===== src/logic/rv_hazard_config.svh =====
`ifndef RV_HAZARD_CONFIG_SVH
`define RV_HAZARD_CONFIG_SVH

// Build options of the hazard-control block

// Set to 1 when a forwarding unit sits in front of EX
// The detector then stalls only where a result cannot be forwarded in time
`define RV_FWD 1

// Set to 1 when the register file returns a same-cycle write on a read
// A producer already in WB can then never cause a hazard
`define RV_FWD_REGFILE 1

// Memory styles for the data side
// With BRAM the load result comes out of the registered read port in WB
`define RV_MEM_TYPE_SRAM 0
`define RV_MEM_TYPE_BRAM 1
`define RV_MEM_TYPE `RV_MEM_TYPE_BRAM

// Cycles an M-extension instruction occupies EX, including the cycle it leaves
// Values below 1 are not meaningful
`define RV_M_OP_CYCLES 4

`endif


===== src/logic/rv_hazard_pkg.sv =====
`default_nettype none

package rv_hazard_pkg;

  // Where the value written to rd comes from
  // Only the load, CSR and M kinds matter for hazards, the rest forward early
  typedef enum logic [2:0] {
    RES_ALU = 3'd0,
    RES_MEM = 3'd1,
    RES_CSR = 3'd2,
    RES_M   = 3'd3,
    RES_PC4 = 3'd4
  } res_src_e;

  // Selection of the next PC as resolved by the front end and EX
  typedef enum logic [1:0] {
    PC_SEL_SEQ       = 2'd0,
    PC_SEL_PREDICTED = 2'd1,
    PC_SEL_REDIRECT  = 2'd2
  } pc_sel_e;

  // Decoded instruction as it arrives from fetch and sits in ID
  // The source fields are needed only in ID
  typedef struct packed {
    logic     valid;
    logic [4:0] rs1;
    logic [4:0] rs2;
    logic     rs1_used;
    logic     rs2_used;
    logic [4:0] rd;
    logic     reg_write;
    res_src_e res_src;
  } dec_info_t;

  // Record carried from EX onwards
  // Only the destination side survives
  typedef struct packed {
    logic       valid;
    logic [4:0] rd;
    logic       reg_write;
    res_src_e   res_src;
  } stage_info_t;

  // Stall and flush controls for the PC and the four pipeline registers
  typedef struct packed {
    logic pc_stall;
    logic if_id_stall;
    logic if_id_flush;
    logic id_ex_stall;
    logic id_ex_flush;
    logic ex_mem_stall;
    logic ex_mem_flush;
    logic mem_wb_stall;
  } hazard_ctrl_t;

endpackage

`default_nettype wire


===== src/logic/rv_hazard_detect.sv =====
`timescale 1ns/10ps
`default_nettype none

`include "rv_hazard_config.svh"

module rv_hazard_detect
  import rv_hazard_pkg::*;
(
  input  dec_info_t    id_rec,
  input  stage_info_t  ex_rec,
  input  stage_info_t  mem_rec,
  input  stage_info_t  wb_rec,
  input  logic         op_active_ex,
  input  pc_sel_e      pc_sel,
  input  logic         mispredicted_mem,
  input  logic         btb_pred_taken,
  input  logic         ras_pred_taken,
  input  logic         halt,
  output hazard_ctrl_t ctrl
);

  // True when the instruction in ID reads a register that a later stage
  // is about to write
  // Writes to x0 are dropped by the register file, so they never conflict
  function automatic logic reads_dest(input dec_info_t rd_side, input stage_info_t wr_side);
    logic writes;
    logic rs1_hit;
    logic rs2_hit;
    writes  = wr_side.valid && wr_side.reg_write && (wr_side.rd != 5'd0);
    rs1_hit = rd_side.rs1_used && (rd_side.rs1 == wr_side.rd);
    rs2_hit = rd_side.rs2_used && (rd_side.rs2 == wr_side.rd);
    return rd_side.valid && writes && (rs1_hit || rs2_hit);
  endfunction

  // Result kinds that the forwarding unit cannot supply before WB
  // An SRAM load is ready in MEM and forwards like an ALU result
  function automatic logic late_result(input stage_info_t wr_side);
    logic late_load;
    late_load = (wr_side.res_src == RES_MEM) && (`RV_MEM_TYPE == `RV_MEM_TYPE_BRAM);
    return late_load || (wr_side.res_src == RES_CSR) || (wr_side.res_src == RES_M);
  endfunction

  logic ex_hit;
  logic mem_hit;
  logic wb_hit;
  logic data_hazard;
  logic redirect;
  logic predicted;
  logic stall_off;
  logic front_stall;
  logic pred_flush;

  // Raw register matches against each producing stage
  always_comb begin
    ex_hit  = reads_dest(id_rec, ex_rec);
    mem_hit = reads_dest(id_rec, mem_rec);
    // A bypassing register file already hands the WB value to ID
    wb_hit  = (`RV_FWD_REGFILE == 0) && reads_dest(id_rec, wb_rec);
  end

  // Decide which matches really cost a stall
  always_comb begin
    if (`RV_FWD != 0) begin
      // ALU results in EX and MEM are forwarded, only late results wait
      data_hazard = (ex_hit && late_result(ex_rec)) ||
                    (mem_hit && late_result(mem_rec)) ||
                    wb_hit;
    end else begin
      // Without forwarding the reader waits until the writer has left WB
      data_hazard = ex_hit || mem_hit || wb_hit;
    end
  end

  always_comb begin
    redirect  = (pc_sel == PC_SEL_REDIRECT);
    predicted = (pc_sel == PC_SEL_PREDICTED);

    // A redirect throws away the stalled reader anyway, so holding it is pointless
    stall_off   = redirect || mispredicted_mem;
    front_stall = (data_hazard || op_active_ex) && !stall_off;

    // The BTB steers the PC before the fall-through is fetched
    // A RAS or static prediction is made from ID, so the fetched slot is wrong
    // Only drop it when ID actually hands its instruction on this cycle
    pred_flush = predicted && (!btb_pred_taken || ras_pred_taken) &&
                 !data_hazard && !op_active_ex && !halt;
  end

  // Stalls hold a stage, halt holds all of them
  // The back half only waits on a busy EX, data hazards get a bubble instead
  always_comb begin
    ctrl.pc_stall     = front_stall || halt;
    ctrl.if_id_stall  = front_stall || halt;
    ctrl.id_ex_stall  = op_active_ex || halt;
    ctrl.ex_mem_stall = op_active_ex || halt;
    ctrl.mem_wb_stall = op_active_ex || halt;

    // Wrong-path work younger than the branch is removed
    // A mispredict is resolved in MEM, so EX holds wrong-path work as well
    ctrl.if_id_flush  = redirect || mispredicted_mem || pred_flush;
    // The bubble behind a waiting reader is not inserted while EX is busy,
    // as that would wipe out the multi-cycle instruction
    ctrl.id_ex_flush  = (data_hazard && !op_active_ex) || redirect || mispredicted_mem;
    ctrl.ex_mem_flush = mispredicted_mem;
  end

endmodule

`default_nettype wire


===== src/logic/rv_stage_track.sv =====
`timescale 1ns/10ps
`default_nettype none

module rv_stage_track
  import rv_hazard_pkg::*;
(
  input  logic         clk,
  input  logic         rst_n,
  input  dec_info_t    fetch,
  input  hazard_ctrl_t ctrl,
  output dec_info_t    id_rec,
  output stage_info_t  ex_rec,
  output stage_info_t  mem_rec,
  output stage_info_t  wb_rec,
  output logic         ex_load
);

  // The record entering EX keeps only what the later stages compare against
  stage_info_t id_narrow;

  assign id_narrow = '{
    valid:     id_rec.valid,
    rd:        id_rec.rd,
    reg_write: id_rec.reg_write,
    res_src:   id_rec.res_src
  };

  // ID/EX takes a new record on a flush as well, even if that record is a bubble
  assign ex_load = ctrl.id_ex_flush || !ctrl.id_ex_stall;

  // IF/ID register
  // In every stage a flush wins over a stall
  always_ff @(posedge clk) begin
    if (!rst_n) begin
      id_rec <= '0;
    end else if (ctrl.if_id_flush) begin
      id_rec <= '0;
    end else if (!ctrl.if_id_stall) begin
      id_rec <= fetch;
    end
  end

  // ID/EX register
  // An empty record is the bubble for a load-use stall
  always_ff @(posedge clk) begin
    if (!rst_n) begin
      ex_rec <= '0;
    end else if (ctrl.id_ex_flush) begin
      ex_rec <= '0;
    end else if (!ctrl.id_ex_stall) begin
      ex_rec <= id_narrow;
    end
  end

  // EX/MEM register
  always_ff @(posedge clk) begin
    if (!rst_n) begin
      mem_rec <= '0;
    end else if (ctrl.ex_mem_flush) begin
      mem_rec <= '0;
    end else if (!ctrl.ex_mem_stall) begin
      mem_rec <= ex_rec;
    end
  end

  // MEM/WB register
  // Nothing after MEM can be on a wrong path, so there is no flush here
  always_ff @(posedge clk) begin
    if (!rst_n) begin
      wb_rec <= '0;
    end else if (!ctrl.mem_wb_stall) begin
      wb_rec <= mem_rec;
    end
  end

endmodule

`default_nettype wire


===== src/logic/rv_mdiv_timer.sv =====
`timescale 1ns/10ps
`default_nettype none

`include "rv_hazard_config.svh"

module rv_mdiv_timer
  import rv_hazard_pkg::*;
(
  input  logic        clk,
  input  logic        rst_n,
  input  stage_info_t ex_rec,
  input  logic        ex_load,
  output logic        op_active_ex
);

  // Enough bits to reach the last busy cycle and never fewer than one
  localparam int CNT_W = (`RV_M_OP_CYCLES > 1) ? $clog2(`RV_M_OP_CYCLES) : 1;
  localparam logic [CNT_W-1:0] LAST_CNT = CNT_W'(`RV_M_OP_CYCLES - 1);

  logic [CNT_W-1:0] count;
  logic             m_in_ex;

  assign m_in_ex = ex_rec.valid && (ex_rec.res_src == RES_M);

  // Busy in every cycle but the final one, when the result is complete
  // and the whole pipeline may step forward again
  assign op_active_ex = m_in_ex && (count != LAST_CNT);

  // The count is zero in the first cycle of every new EX record
  // It only moves while an M instruction is still working
  always_ff @(posedge clk) begin
    if (!rst_n) begin
      count <= '0;
    end else if (ex_load) begin
      count <= '0;
    end else if (op_active_ex) begin
      count <= count + CNT_W'(1);
    end
  end

endmodule

`default_nettype wire


===== src/logic/rv_hazard_top.sv =====
`timescale 1ns/10ps
`default_nettype none

module rv_hazard_top
  import rv_hazard_pkg::*;
(
  input  logic         clk,
  input  logic         rst_n,
  input  dec_info_t    fetch,
  input  pc_sel_e      pc_sel,
  input  logic         mispredicted_mem,
  input  logic         btb_pred_taken,
  input  logic         ras_pred_taken,
  input  logic         halt,
  output hazard_ctrl_t ctrl,
  output stage_info_t  wb
);

  dec_info_t   id_rec;
  stage_info_t ex_rec;
  stage_info_t mem_rec;
  logic        ex_load;
  logic        op_active_ex;

  // Pipeline registers, steered by the controls from the detector
  // The record leaving WB is the register-file write request
  rv_stage_track u_stage_track (
    .clk     (clk),
    .rst_n   (rst_n),
    .fetch   (fetch),
    .ctrl    (ctrl),
    .id_rec  (id_rec),
    .ex_rec  (ex_rec),
    .mem_rec (mem_rec),
    .wb_rec  (wb),
    .ex_load (ex_load)
  );

  // Busy flag for a multi-cycle M instruction in EX
  rv_mdiv_timer u_mdiv_timer (
    .clk          (clk),
    .rst_n        (rst_n),
    .ex_rec       (ex_rec),
    .ex_load      (ex_load),
    .op_active_ex (op_active_ex)
  );

  // Controls are combinational from the registered records, so the loop
  // through the tracker is broken by its flops
  rv_hazard_detect u_hazard_detect (
    .id_rec           (id_rec),
    .ex_rec           (ex_rec),
    .mem_rec          (mem_rec),
    .wb_rec           (wb),
    .op_active_ex     (op_active_ex),
    .pc_sel           (pc_sel),
    .mispredicted_mem (mispredicted_mem),
    .btb_pred_taken   (btb_pred_taken),
    .ras_pred_taken   (ras_pred_taken),
    .halt             (halt),
    .ctrl             (ctrl)
  );

endmodule

`default_nettype wire


===== config.mk =====
export PLATFORM = sky130hd
export DESIGN_NAME = rv_hazard_top
export DESIGN_NICKNAME = d
export VERILOG_FILES = /design/src/logic/rv_hazard_pkg.sv /design/src/logic/rv_hazard_detect.sv /design/src/logic/rv_stage_track.sv /design/src/logic/rv_mdiv_timer.sv /design/src/logic/rv_hazard_top.sv
export VERILOG_INCLUDE_DIRS = /design/src /design/src/logic
export SDC_FILE = /design/constraint.sdc
export NUM_CORES = 1
export LEC_CHECK = 0
export BUFFER_PORTS_ARGS = -buffer_cell sky130_fd_sc_hd__buf_2
export CAP_MARGIN = 25
export CORE_MARGIN = 1.5
export CORE_UTILIZATION = 40
export CTS_CLUSTER_SIZE = 40
export DETAILED_ROUTE_END_ITERATION = 8
export GPL_TIMING_DRIVEN = 1
export PLACE_DENSITY = 0.64
export SLEW_MARGIN = 20
export SYNTH_ARGS = -nofsm -noshare
export SYNTH_HDL_FRONTEND = slang
export SYNTH_SLANG_ARGS = --single-unit

===== constraint.sdc =====
create_clock -name clk -period 2.5 [get_ports clk]
set_input_delay 0.25 -clock clk [delete_from_list [all_inputs] [get_ports clk]]
set_output_delay 0.25 -clock clk [all_outputs]
set_load 0.02 [all_outputs]

==> flow_metrics.env <==
export IMPL_slew_headroom=0.4004
export IMPL_max_freq_mhz=412.5
export IMPL_postCtsHoldBufs=0
export IMPL_design_core_area_um2=6026
export IMPL_fillers=606
export IMPL_finalMaxSlewViolations=0
export IMPL_dp_hpwl_um=4154
export IMPL_finalSetupViolCount=0
export IMPL_reg2reg_from="u_stage_track.mem_rec[5]"
export IMPL_n_antenna_cell=0
export IMPL_finalCritPeriodShare=0.9697
export IMPL_drcViolationCount=0
export IMPL_critical_path_endpoint="ctrl[7]"
export IMPL_area_delta_synth_final_pct=16.13
export IMPL_fin_util=0.4873
export IMPL_cts_buffers=5
export IMPL_vias_per_cell=5.350
export IMPL_tritoncts="built"
export IMPL_final_common_cell="nand2_1"
export IMPL_num_vias=2231
export IMPL_rows=28
export IMPL_clock_sinks=54
export IMPL_synth_distinct_cells=35
export IMPL_area_sequential_um2=1084
export IMPL_worst_slack_ns=0.07565
export IMPL_vdd_ir_drop_max_mv=0.2679
export IMPL_cp_end_kind="output pin"
export IMPL_dp_cells=407
export IMPL_drive_above_1_share=0.2398
export IMPL_grt_pass1_vias=1936
export IMPL_cpPeakStageDelay_ns=0.54
export IMPL_die_area_um2=6808
export IMPL_synth_area_leaders="dfxtp_1, nand2_1, xnor2_1"
export IMPL_status="complete, no violations"
export IMPL_htree_levels=2
export IMPL_powerDensity_nw_per_um2=516.4
export IMPL_cts_root_buf="clkbuf_8"
export IMPL_io_pins=48
export IMPL_leakage_nw=1.061
export IMPL_dieHeight_um=82.51
export IMPL_initial_core_util=0.4196
export IMPL_final_cell_mix="nand2_1, dfxtp_1, buf_2"
export IMPL_grt_setup_unrepaired="no"
export IMPL_critPathRequiredTime_ns=2.25
export IMPL_synth_edf_count=0
export IMPL_rrSetupSlack_ns=0.24
export IMPL_hold_viol=0
export IMPL_dp_slack_ns=0.2487
export IMPL_cp_startpoint="u_stage_track.mem_rec[5]"
export IMPL_multi_input_area_um2=1324
export IMPL_yosys_area_top_type="dfxtp_1"
export IMPL_critPathSlowestCell="or4_1"
export IMPL_clk_pin_slew_ns=0.09
export IMPL_synth_cells=298
export IMPL_grt_antenna_before_repair=0
export IMPL_overflow=0
export IMPL_drv_cap=0
export IMPL_critical_path_cell_chain="or4_1 > o221a_4 > and2_4 > a32oi_4 > nand2_1 > buf_2"
export IMPL_io_buffers=47
export IMPL_fin_worst_skew_ns=0.01037
export IMPL_crit_fanout=5
export IMPL_drt_pass1_iterations=4
export IMPL_critPathKind="reg -> out"
export IMPL_ys_warn_count=0
export IMPL_ys_seq_elements=54
export IMPL_cp_arrival_ns=2.17
export IMPL_synth_flop_cell="dfxtp_1"
export IMPL_grt_total_usage=0.1920
export IMPL_syn_nets=329
export IMPL_ys_async_sr_fraction=0
export IMPL_insertion_delay_ns=0.31
export IMPL_cts_buffer_depth=2
export IMPL_wl_um=5999
export IMPL_syn_area_um2=2529
export IMPL_fin_crit_ns=2.424
export IMPL_grt_max_degree=32
export IMPL_hold_class="in -> reg"
export IMPL_layoutNonFillerInstCount=417
export IMPL_reg2regPathDepth=7
export IMPL_grt_pass1_wl_um=9666
export IMPL_worst_pin_slew_ns=0.8955
export IMPL_avgSynthCellArea_um2=8.485
export IMPL_startpoint_type="flop"
export IMPL_wire_per_inst_um=14.39
export IMPL_gp_congestion=0.8557
export IMPL_synth_top_area_share=0.4275
export IMPL_first_iter_violations=106
export IMPL_die_w_um=82.51
export IMPL_antenna_left=0
export IMPL_setup_tns_ns=0
export IMPL_synth_yosys_seq_area_share=0.4275
export IMPL_layout_nets=373
export IMPL_rr_endpoint="u_stage_track.id_rec[18]"
-- stage by stage --
stage	cell area (um^2)	total power, W	hold WS (ns)
2_1_floorplan	2529	0.001019	0.3973
3_3_place_gp	2821	0.001076	0.4420
3_5_place_dp	2821	0.001079	0.4453
4_1_cts	2918	0.001538	0.1790
5_1_grt	2937	0.001582	0.1889
6_report	2937	0.001516	0.1866
-- repair_timing --
item                                    CTS  global route
gates cloned                              1             0
buffers inserted                          1             1
gates resized for setup                   1             3
endpoints found under the setup margin    3             2
pin swaps                                 2             2
-- final cells by class --
class / instances / area share
Multi-Input combinational cell: 219 / 0.4508
Clock inverter: 2 / 0.003409
Timing Repair Buffer: 61 / 0.1202
Inverter: 1 / 0.001278
Clock buffer: 5 / 0.02343
Sequential cell: 54 / 0.3690
Tap cell: 75 / 0.03196
-- power by group --
part | total (W) | switching, W | internal (W)
clock network | 0.000457 | 0.000269 | 0.000188
registers | 0.000888 | 0.0000144 | 0.000873
logic | 0.000171 | 0.000103 | 0.0000684
-- registers in the layout (all words and copies together), names as in the netlist --
| register | flops |
|---|---|
| u_stage_track.id_rec | 22 |
| u_stage_track.ex_rec | 10 |
| u_mdiv_timer.count | 2 |
| u_stage_track.wb_rec | 10 |
| u_stage_track.mem_rec | 10 |
-- synth_stat cells, types with 2 or more instances --
| library cell | n |
|---|---|
| nand3_1 | 22 |
| a21boi_0 | 10 |
| and4b_1 | 2 |
| buf_6 | 4 |
| o21ai_0 | 2 |
| nor2b_1 | 2 |
| nor2_1 | 9 |
| clkbuf_1 | 14 |
| a21oi_2 | 5 |
| nor3_1 | 5 |
| dfxtp_1 | 54 |
| nand2b_1 | 2 |
| buf_2 | 2 |
| nand4_1 | 4 |
| a21oi_1 | 36 |
| o211ai_1 | 23 |
| xnor2_1 | 21 |
| buf_4 | 4 |
| o22ai_1 | 2 |
| nand2_1 | 60 |
-- worst max-delay path: cells and delay by family (launching register included) --
kind            cells  cell delay [ns]
simple gates        3             0.81
flops               1             0.36
compound gates      2             0.52
buf+inv             1             0.17
-- how the worst min path moves through the flow --
stage                                  from                       end  cells after the start  slack (ns)
floorplan                              halt   u_stage_track.ex_rec[2]                      2        0.40
global placement    u_stage_track.id_rec[0]   u_stage_track.ex_rec[0]                      2        0.44
detailed placement  u_stage_track.id_rec[0]   u_stage_track.ex_rec[0]                      2        0.45
CTS                               fetch[16]  u_stage_track.id_rec[16]                      3        0.18
global route                      fetch[12]  u_stage_track.id_rec[12]                      3        0.19
finish                            fetch[17]  u_stage_track.id_rec[17]                      3        0.19
-- metal layers --
layer | wire length [um] | vias up | global-route usage
met4 | 97 | 0 | 0.08667
li1 | - | 1131 | -
met2 | 2676 | 51 | 0.2902
met3 | 299 | 8 | 0.03736
met1 | 2926 | 1041 | 0.2634
met5 | 0 | - | 0
-- logic make-up (layout without fill, tap and decap cells) --
| kind of cell | after synthesis | after routing | share of synthesized area |
|---|---|---|---|
| AND/OR/NAND/NOR | 110 | 110 | 0.1964 |
| AO/OA/AOI/OAI | 85 | 86 | 0.2370 |
| flip-flops | 54 | 54 | 0.4275 |
| buffers and inverters | 26 | 69 | 0.05739 |
| XOR/XNOR | 21 | 21 | 0.07274 |
| adder cells (fa/ha/maj) | 1 | 1 | 0.004947 |
| multiplexers | 1 | 1 | 0.003959 |
(Power assumes the default switching activity.)
